## src/include/noc_settings.svh

```systemverilog
// Ring NoC settings
// Node count, payload width and receive queue depth shared by all blocks

`ifndef NOC_SETTINGS_SVH
`define NOC_SETTINGS_SVH

// Nodes on the ring
`define NOC_SIZE 4

// Payload width of one flit
`define NOC_DATA_WIDTH 32

// Flits held per node until read
`define NOC_RX_DEPTH 4

`endif

```

## src/noc_pkg.sv

```systemverilog
// Ring NoC types
// Node and payload widths, the ring flit and the node port bundles

`include "noc_settings.svh"

package noc_pkg;

  typedef logic [$clog2(`NOC_SIZE)-1:0] node_id_t;
  typedef logic [`NOC_DATA_WIDTH-1:0]   data_t;

  // One packet in one ring slot
  typedef struct packed {
    logic     valid;
    node_id_t dest;
    node_id_t src;
    data_t    data;
  } flit_t;

  // Master to node
  typedef struct packed {
    logic     wvalid;
    node_id_t waddr;   // destination node
    data_t    wdata;
    logic     rready;
  } port_req_t;

  // Node to master
  typedef struct packed {
    logic     wready;
    logic     rvalid;
    data_t    rdata;
    node_id_t rsrc;    // node that sent the head flit
  } port_resp_t;

endpackage

```

## src/noc_fifo.sv

```systemverilog
// Receive FIFO
// Circular buffer with a fall-through head; overflow and underflow are ignored

`timescale 1ns/1ps

`include "noc_settings.svh"

module noc_fifo import noc_pkg::*; #(
  parameter int DEPTH = `NOC_RX_DEPTH,
  parameter int WIDTH = $bits(flit_t)
)(
  input  logic  clk_axi,
  input  logic  rst_n,
  input  logic  push,
  input  flit_t wdata,
  input  logic  pop,
  output flit_t rdata,
  output logic  empty,
  output logic  full
);
  localparam int AW = (DEPTH > 1) ? $clog2(DEPTH) : 1;

  logic [WIDTH-1:0]           mem [DEPTH];
  logic [AW-1:0]              wr_ptr;
  logic [AW-1:0]              rd_ptr;
  logic [$clog2(DEPTH+1)-1:0] count;
  logic                       do_push;
  logic                       do_pop;

  assign empty   = (count == '0);
  assign full    = (count == DEPTH);
  assign do_push = push && !full;
  assign do_pop  = pop && !empty;
  assign rdata   = mem[rd_ptr];

  // Storage
  always_ff @(posedge clk_axi) begin
    if (do_push) begin
      mem[wr_ptr] <= wdata;
    end
  end

  // Pointers wrap at DEPTH, which need not be a power of two
  always_ff @(posedge clk_axi) begin
    if (!rst_n) begin
      wr_ptr <= '0;
      rd_ptr <= '0;
      count  <= '0;
    end else begin
      if (do_push) begin
        wr_ptr <= (wr_ptr == AW'(DEPTH-1)) ? '0 : wr_ptr + 1'b1;
      end
      if (do_pop) begin
        rd_ptr <= (rd_ptr == AW'(DEPTH-1)) ? '0 : rd_ptr + 1'b1;
      end
      case ({do_push, do_pop})
        2'b10:   count <= count + 1'b1;
        2'b01:   count <= count - 1'b1;
        default: count <= count;
      endcase
    end
  end

endmodule

```

## src/noc_router.sv

```systemverilog
// Ring router
// Each cycle the incoming slot is ejected to the local node or forwarded,
// and a free slot takes the local inject flit

`timescale 1ns/1ps

module noc_router import noc_pkg::*; (
  input  logic     clk_axi,
  input  logic     rst_n,
  input  node_id_t node_id,
  input  flit_t    ring_in,
  output flit_t    ring_out,
  input  flit_t    inject_flit,
  output logic     inject_ready,
  output flit_t    eject_flit,
  input  logic     rx_full
);
  logic  for_me;
  logic  eject;
  logic  pass_thru;
  logic  load_inject;
  flit_t slot_q;

  // Local delivery only when the receive queue has room
  assign for_me    = ring_in.valid && (ring_in.dest == node_id);
  assign eject     = for_me && !rx_full;
  assign pass_thru = ring_in.valid && !eject;

  // Through traffic has priority over the local master
  assign inject_ready = !pass_thru;
  assign load_inject  = inject_ready && inject_flit.valid;

  always_comb begin
    eject_flit       = ring_in;
    eject_flit.valid = eject;
  end

  // Slot occupancy and payload
  always_ff @(posedge clk_axi) begin
    if (!rst_n) begin
      slot_q.valid <= 1'b0;
    end else begin
      slot_q.valid <= pass_thru || load_inject;
      if (pass_thru) begin
        slot_q.dest <= ring_in.dest;
        slot_q.src  <= ring_in.src;
        slot_q.data <= ring_in.data;
      end else if (load_inject) begin
        slot_q.dest <= inject_flit.dest;
        slot_q.src  <= inject_flit.src;
        slot_q.data <= inject_flit.data;
      end
    end
  end

  assign ring_out = slot_q;

endmodule

```

## src/noc_ni.sv

```systemverilog
// Network interface
// Turns a one-beat write into a flit for the ring, queues arriving flits
// for the reader and raises irq while any are unread

`timescale 1ns/1ps

`include "noc_settings.svh"

module noc_ni import noc_pkg::*; (
  input  logic       clk_axi,
  input  logic       rst_n,
  input  node_id_t   node_id,
  input  port_req_t  req,
  output port_resp_t resp,
  output flit_t      inject_flit,
  input  logic       inject_ready,
  input  flit_t      eject_flit,
  output logic       rx_full,
  output logic       irq
);
  flit_t rx_head;
  logic  rx_empty;
  logic  rx_pop;

  // Outgoing flit, tagged with our own node number
  always_comb begin
    inject_flit.valid = req.wvalid;
    inject_flit.dest  = req.waddr;
    inject_flit.src   = node_id;
    inject_flit.data  = req.wdata;
  end

  // Read handshake pops the head
  assign rx_pop = req.rready && !rx_empty;

  noc_fifo #(
    .DEPTH (`NOC_RX_DEPTH),
    .WIDTH ($bits(flit_t))
  ) u_rx_fifo (
    .clk_axi (clk_axi),
    .rst_n   (rst_n),
    .push    (eject_flit.valid),
    .wdata   (eject_flit),
    .pop     (rx_pop),
    .rdata   (rx_head),
    .empty   (rx_empty),
    .full    (rx_full)
  );

  // Head of the queue is presented directly
  always_comb begin
    resp.wready = inject_ready;
    resp.rvalid = !rx_empty;
    resp.rdata  = rx_head.data;
    resp.rsrc   = rx_head.src;
  end

  assign irq = !rx_empty;

endmodule

```

## src/noc_ring.sv

```systemverilog
// Ring of NOC_SIZE nodes
// One router and one network interface per node, router k feeding router k+1

`timescale 1ns/1ps

`include "noc_settings.svh"

module noc_ring import noc_pkg::*; (
  input  logic                        clk_axi,
  input  logic                        rst_n,
  input  port_req_t  [`NOC_SIZE-1:0]  node_req,
  output port_resp_t [`NOC_SIZE-1:0]  node_resp,
  output logic       [`NOC_SIZE-1:0]  irqs
);
  // link[k] is the registered output of router k
  flit_t [`NOC_SIZE-1:0] link;
  flit_t [`NOC_SIZE-1:0] inject_flit;
  flit_t [`NOC_SIZE-1:0] eject_flit;
  logic  [`NOC_SIZE-1:0] inject_ready;
  logic  [`NOC_SIZE-1:0] rx_full;

  for (genvar k = 0; k < `NOC_SIZE; k++) begin : g_node
    localparam int PREV = (k + `NOC_SIZE - 1) % `NOC_SIZE;

    noc_router u_router (
      .clk_axi      (clk_axi),
      .rst_n        (rst_n),
      .node_id      (node_id_t'(k)),
      .ring_in      (link[PREV]),
      .ring_out     (link[k]),
      .inject_flit  (inject_flit[k]),
      .inject_ready (inject_ready[k]),
      .eject_flit   (eject_flit[k]),
      .rx_full      (rx_full[k])
    );

    noc_ni u_ni (
      .clk_axi      (clk_axi),
      .rst_n        (rst_n),
      .node_id      (node_id_t'(k)),
      .req          (node_req[k]),
      .resp         (node_resp[k]),
      .inject_flit  (inject_flit[k]),
      .inject_ready (inject_ready[k]),
      .eject_flit   (eject_flit[k]),
      .rx_full      (rx_full[k]),
      .irq          (irqs[k])
    );
  end

endmodule

```

## src/noc_wrapper.sv

```systemverilog
// Ring NoC top level
// Steers the in and out master ports onto selected nodes and exposes
// one interrupt line per node

`timescale 1ns/1ps

`include "noc_settings.svh"

module noc_wrapper import noc_pkg::*; (
  input  logic                  clk_axi,
  input  logic                  rst_n,
  // In port placement and bundle
  input  logic                  act_in,
  input  node_id_t              sel_in,
  input  port_req_t             in_req,
  output port_resp_t            in_resp,
  // Out port placement and bundle
  input  logic                  act_out,
  input  node_id_t              sel_out,
  input  port_req_t             out_req,
  output port_resp_t            out_resp,
  // One line per node
  output logic [`NOC_SIZE-1:0]  irqs
);
  port_req_t  [`NOC_SIZE-1:0] node_req;
  port_resp_t [`NOC_SIZE-1:0] node_resp;

  // Port mux
  // in port wins when both ports pick the same node, and the out port
  // then sees an all-zero response
  always_comb begin
    in_resp  = '0;
    out_resp = '0;
    for (int i = 0; i < `NOC_SIZE; i++) begin
      node_req[i] = '0;
      if (act_in && (sel_in == node_id_t'(i))) begin
        node_req[i] = in_req;
        in_resp     = node_resp[i];
      end else if (act_out && (sel_out == node_id_t'(i))) begin
        node_req[i] = out_req;
        out_resp    = node_resp[i];
      end
    end
  end

  noc_ring u_ring (
    .clk_axi   (clk_axi),
    .rst_n     (rst_n),
    .node_req  (node_req),
    .node_resp (node_resp),
    .irqs      (irqs)
  );

endmodule

```

## config.mk

```make
export PLATFORM = sky130hd
export DESIGN_NAME = noc_wrapper
export DESIGN_NICKNAME = d
export VERILOG_FILES = /design/src/noc_pkg.sv /design/src/noc_fifo.sv /design/src/noc_router.sv /design/src/noc_ni.sv /design/src/noc_ring.sv /design/src/noc_wrapper.sv
export VERILOG_INCLUDE_DIRS = /design/src /design/src/include
export SDC_FILE = /design/constraint.sdc
export NUM_CORES = 1
export LEC_CHECK = 0
export ABC_AREA = 0
export BUFFER_PORTS_ARGS = -buffer_cell sky130_fd_sc_hd__clkbuf_2
export CORE_UTILIZATION = 60
export DETAILED_ROUTE_END_ITERATION = 10
export PLACE_DENSITY = 0.78
export SYNTH_ARGS = -nofsm -noshare
export SYNTH_HDL_FRONTEND = slang
export SYNTH_SLANG_ARGS = --single-unit
```

## constraint.sdc

```tcl
create_clock -name clk_axi -period 4.1 [get_ports clk_axi]
set_clock_uncertainty 0.2 [all_clocks]
set_input_delay 0.205 -clock clk_axi [delete_from_list [all_inputs] [get_ports clk_axi]]
set_output_delay 0.205 -clock clk_axi [all_outputs]
set_load 0.02 [all_outputs]
```

* Word level (Yosys, flattened, before mapping)
Memory sizes are Yosys's and may differ from the RTL's. A register that Yosys moved wholly into a read port is not among the register bits. Index checks and enable logic that the tools add are counted.
Word-level totals: flip-flop bits (word level) 176, RAM bits 592, output and inout bits 76, word-level logic and storage cells 208, memories 4
Memories:
- u_ring.g_node[0].u_ni.u_rx_fifo.mem | depth 4, width 37, rd ports 1, clocked after Yosys merged registers in 1, write ports 1, RTL line noc_fifo.sv:23 | logic [WIDTH-1:0] mem [DEPTH];
- u_ring.g_node[1].u_ni.u_rx_fifo.mem | depth 4, width 37, rd ports 1, clocked after Yosys merged registers in 1, write ports 1, RTL line noc_fifo.sv:23
- u_ring.g_node[2].u_ni.u_rx_fifo.mem | depth 4, width 37, rd ports 1, clocked after Yosys merged registers in 1, write ports 1, RTL line noc_fifo.sv:23
- u_ring.g_node[3].u_ni.u_rx_fifo.mem | depth 4, width 37, rd ports 1, clocked after Yosys merged registers in 1, write ports 1, RTL line noc_fifo.sv:23
Operators by class: $add $sub $neg 16, equal/unequal tests 29, muxes and demuxes 56, reduce and logical (&&, ||, !) cells 75
Operators with widths (number):
- 36-bit two-way mux | 28
- 2-bit equality test, second input constant | 18
- 1-bit logical AND | 36
- 2-bit two-way mux | 16
- 3-bit one-hot mux with 2 select lines | 4
- 2-bit by 1-bit adder with 2-bit output, second input constant | 8
- 1-bit zero test | 16
- 2-bit nonzero test | 8
- 2-bit by 1-bit equality test with 1-bit output, second input constant | 7
- 3-bit by 1-bit adder with 3-bit output, second input constant | 4
- 3-bit equality test, second input constant | 4
- 3-bit zero test | 4
- 3-bit by 1-bit subtractor with 3-bit output, second input constant | 4
- 1-bit two-way mux | 8
- 2-bit AND reduction | 4
- 2-bit zero test | 3
- 1-bit logical OR | 4

* Depth between registers and ports, before layout
Gate-level depths: netlist of run 1.
word-level depth 14, depth in mapped cells 12, gate-level depth less buffers 9

* By module
A second synthesis of run 1 with hierarchy kept.
Second synthesis, totals: cell total of the unflattened synthesis 2029, area total of the unflattened synthesis 36211.0 um2
Modules (own cells, without submodules):
- noc_fifo | instances 4, cells an instance 249, area an instance 5889.4 um2, seq. area each 4624.4 um2
- noc_router | instances 4, cells an instance 126, area an instance 1983.2 um2, seq. area each 1101.1 um2
- noc_wrapper | instances 1, cells an instance 363, area an instance 3502.1 um2, seq. area each 0.0 um2
- noc_ni | instances 4, cells an instance 41, area an instance 302.8 um2, seq. area each 0.0 um2
- noc_ring | instances 1, cells an instance 2, area an instance 7.5 um2, seq. area each 0.0 um2

* Worst setup path after synthesis of run 1
OpenSTA, ideal clock, no wires.
kind reg2reg, from register u_ring.g_node[3].u_ni.u_rx_fifo.count[0], to register u_ring.g_node[3].u_router.slot_q (netlist bit u_ring.g_node[3].u_router.ring_out[0]) (enable), arrival 2914 ps, required time 3467 ps, setup slack 552 ps, cell stages (with the launch flop) 6, buffers on the path 1, path through dfxtp_1 -> or3b_2 -> a31oi_1 -> buf_2 -> a221oi_1 -> nor2b_1
Between the ends: cells in the longest elaborated chain, start to end 9
Ends and longest elaborated chain:
- start, declared | RTL line noc_fifo.sv:26 | logic [$clog2(DEPTH+1)-1:0] count;
- start signal, assigned | RTL line noc_fifo.sv:57 | 2'b10: count <= count + 1'b1;
- start signal, assigned | RTL line noc_fifo.sv:58 | 2'b01: count <= count - 1'b1;
- start signal, assigned | RTL line noc_fifo.sv:59 | default: count <= count;
- 3-bit equality test (*) | RTL line noc_fifo.sv:31 | assign full = (count == DEPTH);
- 1-bit zero test (*) | RTL line noc_router.sv:26 | assign eject = for_me && !rx_full;
- 1-bit logical AND (*) | RTL line noc_router.sv:26
- 1-bit zero test (*) | RTL line noc_router.sv:27 | assign pass_thru = ring_in.valid && !eject;
- 1-bit logical AND (*) | RTL line noc_router.sv:27
- 1-bit zero test | RTL line noc_router.sv:30 | assign inject_ready = !pass_thru;
- 1-bit logical AND | RTL line noc_router.sv:31 | assign load_inject = inject_ready && inject_flit.valid;
- 2-bit nonzero test (no source line) (*)
- 2-bit AND reduction (no source line) (*)
- end, declared | RTL line noc_router.sv:22 | flit_t slot_q;
Every way passes the cells marked *; elsewhere a longest branch is shown, timed or not. A chain may end at the register's enable or synchronous reset.

==> results of run 1 <==
[registers in the layout, summed over array words and instances (netlist names), named ones only]
signal	cells
u_ring.g_node.u_ni.u_rx_fifo.mem	544
u_ring.g_node.u_ni.u_rx_fifo.count	12
u_ring.g_node.u_ni.u_rx_fifo.rd_ptr	8
u_ring.g_node.u_ni.u_rx_fifo.wr_ptr	8
u_ring.g_node.u_router.ring_out	148
[cells by family (layout without fill, tap and decap cells)]
group	after synthesis	count (layout)
buffers and inverters	165	475
DFF	728	728
xor gates and xnor gates	8	8
muxes	145	145
and+or+nand+nor	333	333
other	0	2
adders and majority gates	28	28
AOI/OAI and AO/OA	448	448
[worst max-delay path, cell delays in order]
cell and delay (ns):
dlygate4sd3_1 0.53, clkbuf_2 0.18, nor3b_1 0.42, and2_4 0.79
buf_4 0.45, a22oi_1 0.15, a21oi_1 0.19, clkbuf_2 0.19
[synthesized netlist by cell type (7+ instances only)]
cell,count
o21ai_0,92
ha_1,24
mux2i_1,8
a22oi_2,7
nand2_1,176
buf_4,10
mux4_2,137
clkbuf_1,69
buf_2,41
or3_1,11
a21boi_0,13
a22oi_1,199
a221oi_1,36
buf_6,12
dfxtp_1,40
and2_1,31
nor2_1,72
o21ai_1,20
nor2b_1,11
inv_1,28
o22ai_1,34
edfxtp_1,688
a21oi_1,35
[metrics by stage]
step | total power [mW] | cells | util [%]
floorplan | 8.79 | 1855 | -
detailed placement | 9.12 | 2597 | 63.8
global placement | 9.09 | 2597 | 63.8
CTS | 15.7 | 2837 | 70.7
global route | 16.1 | 2837 | 70.7
finish | 15.8 | 2839 | 70.7
[layer usage]
metal / routed length [um] / track usage (%) / up-vias / share of wire (%)
li1: - / - / 7955 / -
met1: 29800 / 45.6 / 9829 / 34
met2: 40800 / 53.0 / 1923 / 47
met4: 4130 / 16.5 / 0 / 4.7
met3: 12500 / 9.11 / 340 / 14
met5: 0 / 0 / - / 0
[final timing paths]
kind | start | endpoint | slack (ns) | depth (start not counted)
max | sel_out[0] | out_resp[27] | 0.53 | 8
min | act_out | flip-flop | 0.08 | 5
max reg2reg | u_ring.g_node[1].u_ni.u_rx_fifo.count[0]$_SDFFE_PN0P_ | u_ring.g_node[1].u_ni.u_rx_fifo.count[2]$_SDFFE_PN0P_ | 1.07 | 8
min reg2reg | u_ring.g_node[3].u_ni.u_rx_fifo.rd_ptr[1]$_SDFFE_PN0N_ | flip-flop | 0.29 | 2
[cell type report]
cell class              count  share of cell area, %
flip-flops and latches    728                   60.7
multi-input cells         962                   23.5
repair buffers            316                   6.56
clock buffers             101                   5.76
well taps                 672                   2.38
clock inverters            30                  0.863
inverters                  28                  0.297
diodes                      2                 0.0141
[power by group through the flow]
stage	Clock, mW	Sequential (mW)	Combinational [mW]
2_1_floorplan	0	8.37	0.420
3_3_place_gp	0	8.39	0.698
3_5_place_dp	0	8.40	0.717
4_1_cts	6.63	8.24	0.820
5_1_grt	6.93	8.25	0.894
6_report	6.65	8.25	0.859
==> impl_metrics.json, run 1 <==
{
  "status": "complete, no violations",
  "p_leak_nw": 11.4,
  "die-area_sq_um": 51600,
  "drive_gt1_share_pct": 23.1,
  "pre_cts_slack_ns": 1.13,
  "synthXorXnorAreaFrac_pct": 0.230,
  "worst_pin_slew_ns": 1.26,
  "clock_power_share_pct": 42.2,
  "holdWs_ns": 0.0846,
  "path_class": "in -> out",
  "postCtsSetupRepairBufs": 0,
  "vdd_drop_max_mv": 0.321,
  "synth_nets": 1963,
  "setup_violations": 0,
  "seq_power_share_pct": 52.3,
  "grt_pass1_vias": 20205,
  "slew_headroom_pct": 15.9,
  "min_period_ns": 3.57,
  "worstPathRequired_ns": 3.69,
  "dpl_cell_area_sq_um": 31900,
  "cts.sinks": 728,
  "cts.repair.resized": 0,
  "htree_levels": 3,
  "synthTopCellsByArea": "edfxtp_1 (68%), mux4_2 (10%), a22oi_1 (4.9%)",
  "crit_arrival_ns": 3.17,
  "fill_cells": 3061,
  "hold_class": "in -> reg",
  "ios": 156,
  "synth_seq_area_share_pct": 70.5,
  "cp-start-kind": "primary input",
  "hold_viol_final": 0,
  "insertion_delay_ns": 0.60,
  "power_frac_comb_pct": 5.4,
  "yosysTopAreaCell": "edfxtp_1",
  "yosysWarnings": 0,
  "cts_tree": "done",
  "multi_input_area_sq_um": 8300,
  "synth_top_family_by_area": "multiplexers",
  "finalInstanceArea_sq_um": 35400,
  "num_vias": 20047,
  "slew_violations": 0,
  "clockRootBuffer": "clkbuf_16",
  "chipHeight_um": 227,
  "grt_first_pass_wirelength_mm": 126,
  "setup_slack_ns": 0.529,
  "synth-seq-cells": 728,
  "rsz0062_at_grt": "no",
  "via_per_inst": 7.06,
  "p_per_area_nw_per_um2": 445,
  "p_int_mw": 12.3,
  "drc": 0,
  "clock_path_buffers": 3,
  "yosysTopAreaCellShare_pct": 67.9,
  "mostFrequentLayoutCells": "edfxtp_1 (688), a22oi_1 (199), nand2_1 (176)",
  "grt_usage_pct": 34.2,
  "layout_commonest_cell": "edfxtp_1",
  "drt-wirelength-per-cell_um": 30.7,
  "synth_edf_count": 688,
  "initial_core_util_pct": 60.8,
  "cts_inserted_buffers": 73,
  "ant_nets": 0,
  "synth-simple-area-share_pct": 4.93,
  "place_congestion": 0.860,
  "drt_iter0_drc": 3682,
  "maxCapViolCount": 0,
  "synthFlopType": "edfxtp_1",
  "area_growth_pct": 16.2,
  "p_sw_mw": 3.42,
  "synthCells": 1855,
  "grt_max_degree": 72,
  "die_w_um": 227,
  "gr-total-overflow": 0,
  "antenna_found_initial": 0,
  "dp_hpwl_mm": 48.8,
  "syn_area_sq_um": 30400,
  "synth-compound-area-share_pct": 10.1,
  "ys_types": 54,
  "fin_tns_setup_ns": 0,
  "layout.nets": 2217,
  "seq_area_sq_um": 21500,
  "layout_worst_path_cycle_share_pct": 87.1,
  "syn_area_per_cell_sq_um": 16.4,
  "cts.clk_slew.worst_paths_ns": 0.06,
  "first_pass_iters": 6,
  "end_kind": "output port",
  "synthMuxAreaShare_pct": 10.4,
  "routed_wl_mm": 87.2,
  "postCtsHoldBufs": 109,
  "synthAdderAreaFrac_pct": 1.25,
  "switching_share_pct": 21.7,
  "rows": 82,
  "synthArstFlopShare_pct": 0,
  "port_buffers": 155,
  "core_area_sq_um": 50100,
  "fmax_ghz": 0.280,
  "crit_fanout": 49
}
Power figures use the tool's default switching activity.
==> run 2: changes to the inputs <==
==> constraint.sdc (replaced) <==
create_clock -name clk_axi -period 4.1 [get_ports clk_axi]
set_clock_uncertainty 0.2 [all_clocks]
set_input_delay 1.23 -clock clk_axi [delete_from_list [all_inputs] [get_ports clk_axi]]
set_output_delay 1.23 -clock clk_axi [all_outputs]
set_load 0.02 [all_outputs]
==> run 2 against run 1 <==
Compared with the run above:
- the run now ends with negative setup slack left
- first-iteration DRC count is 5.8% higher
- via count is 2.9% higher
- design area is 1.7% higher
- routed wire length is 8.4% higher
- setup slack worse by 0.62 ns
- sequential share of layout area is 0.99 points lower
- critical path depth is 3 lower
- sequential cell count stayed put
- largest power group unchanged
==> impl_metrics.json, run 2 (synthesis gave the netlist of run 1 again) <==
{
  "vdd_drop_max_mv": 0.295,
  "hold_viol_final": 0,
  "maxCapViolCount": 0,
  "ant_nets": 0,
  "chipHeight_um": 227,
  "rows": 82,
  "drt_iter0_drc": 3897,
  "p_per_area_nw_per_um2": 434,
  "crit_arrival_ns": 2.76,
  "drive_gt1_share_pct": 30.6,
  "holdWs_ns": 0.277,
  "worstSetupPathDepth": 5,
  "first_pass_iters": 6,
  "status": "finished, violations left",
  "fmax_ghz": 0.239,
  "min_period_ns": 4.19,
  "grt_first_pass_wirelength_mm": 131,
  "cpMaxStageDelayCell": "dfxtp_4",
  "die_w_um": 227,
  "p_leak_nw": 11.7,
  "htree_levels": 3,
  "grt_max_degree": 60,
  "die-area_sq_um": 51600,
  "hold_start": "u_ring.g_node[0].u_ni.u_rx_fifo.rd_ptr[1]$_SDFFE_PN0P_",
  "regMostFlops": "u_ring.g_node.u_ni.u_rx_fifo.mem",
  "cts.sinks": 728,
  "grt_pass1_vias": 20239,
  "seq_area_sq_um": 21500,
  "core_area_sq_um": 50100,
  "place_congestion": 0.868,
  "initial_core_util_pct": 60.8,
  "worst_r2r_startpoint": "u_ring.g_node[0].u_ni.u_rx_fifo.count[0]$_SDFFE_PN0P_",
  "pre_cts_slack_ns": -0.202,
  "drc": 0,
  "failed_checks": "negative setup slack",
  "setup_violations": 35,
  "rsz0062_at_grt": "yes",
  "critPathBufInv": 2,
  "worst_pin_slew_ns": 1.28,
  "drt-wirelength-per-cell_um": 33.5,
  "critPathMaxStageDelay_ns": 0.62,
  "cp_top_family": "flip-flops",
  "reg2reg_to": "u_ring.g_node[0].u_router.ring_out[5]$_DFFE_PP_",
  "routed_wl_mm": 94.6,
  "ios": 156,
  "crit_chain": "buf_12, mux4_2, a22oi_1, nand2_1, clkbuf_2",
  "slew_headroom_pct": 14.5,
  "port_buffers": 155,
  "mostFrequentLayoutCells": "edfxtp_1 (688), nand2_1 (175), a22oi_1 (172)",
  "clock_path_buffers": 3,
  "crit_fanout": 10,
  "cts_inserted_buffers": 71,
  "clockRootBuffer": "clkbuf_16",
  "largest_register_ffs": 544,
  "cts.clk_slew.worst_paths_ns": 0.06,
  "gr-total-overflow": 0,
  "path_class": "reg -> out",
  "fill_cells": 2886,
  "end_kind": "output port",
  "layout_commonest_cell": "edfxtp_1",
  "rrSetupSlack_ns": 0.91,
  "worstPathRequired_ns": 2.67,
  "insertion_delay_ns": 0.61,
  "dp_hpwl_mm": 52.6,
  "grt_usage_pct": 35.9,
  "antenna_found_initial": 3,
  "layout_worst_path_cycle_share_pct": 102,
  "setup_slack_ns": -0.0865,
  "num_vias": 20625,
  "multi_input_area_sq_um": 8670,
  "cp-start-kind": "flip-flop",
  "area_growth_pct": 18.2,
  "slew_violations": 0,
  "hold_path_depth": 2,
  "layout.nets": 2205,
  "via_per_inst": 7.30,
  "hold_class": "reg -> reg",
  "cts_tree": "done",
  "reg2reg_depth": 6
}
==> run 2: layer usage <==
layer | share of wire (%) | track usage, % | routed length, um | up-vias
li1 | - | - | - | 7926
met1 | 32 | 46.2 | 30600 | 10041
met2 | 46 | 55.5 | 43700 | 2170
met3 | 15 | 10.6 | 14300 | 486
met4 | 6.4 | 19.3 | 6010 | 2
met5 | 0.011 | 0.0949 | 10 | -
==> run 2: tightest hold or removal path: cells and delay by family (launching register included) <==
kind / cells / cell delay (ns)
AND/OR/NAND/NOR: 1 / 0.06
multiplexers: 1 / 0.07
flip-flops: 1 / 0.31
==> run 2: final cells by class <==
| cell class | instances | area share [%] |
|---|---|---|
| diodes | 3 | 0.0209 |
| inverters | 28 | 0.292 |
| multi-input cells | 962 | 24.1 |
| clock buffers | 90 | 5.34 |
| repair buffers | 306 | 7.31 |
| well taps | 672 | 2.34 |
| flip-flops and latches | 728 | 59.7 |
| clock inverters | 37 | 0.894 |
==> run 2: how the worst max path moves through the flow <==
stage,start,endpoint
floorplan,sel_in[1],out_resp[10]
global placement,act_in,out_resp[7]
detailed placement,sel_in[0],out_resp[7]
CTS,act_in,out_resp[7]
global route,flip-flop,in_resp[13]
finish,flip-flop,in_resp[13]
==> run 2: metrics by stage <==
stage / util, % / total power [mW] / cell area (sq um) / cells / TNS, ns
floorplan: - / 8.79 / 30500 / 1855 / -0.371
global placement: 65.3 / 9.14 / 32700 / 2669 / -3.75
detailed placement: 65.3 / 9.18 / 32700 / 2669 / -6.67
CTS: 70.7 / 15.5 / 35400 / 2816 / -1.03
global route: 71.9 / 15.9 / 36000 / 2825 / -1.83
finish: 71.9 / 15.6 / 36000 / 2826 / -1.03
==> run 2: power breakdown <==
part / total, mW / internal [mW] / switching (mW)
Combinational: 0.945 / 0.347 / 0.598
Sequential: 8.25 / 8.17 / 0.0732
Clock: 6.42 / 3.64 / 2.78
==> run 2: what timing repair did <==
action,CTS,global route
setup endpoints to repair,69,60
pin swaps,5,34
hold buffers,0,0
buffers inserted,17,4
gates cloned,3,5
gates resized for setup,44,133
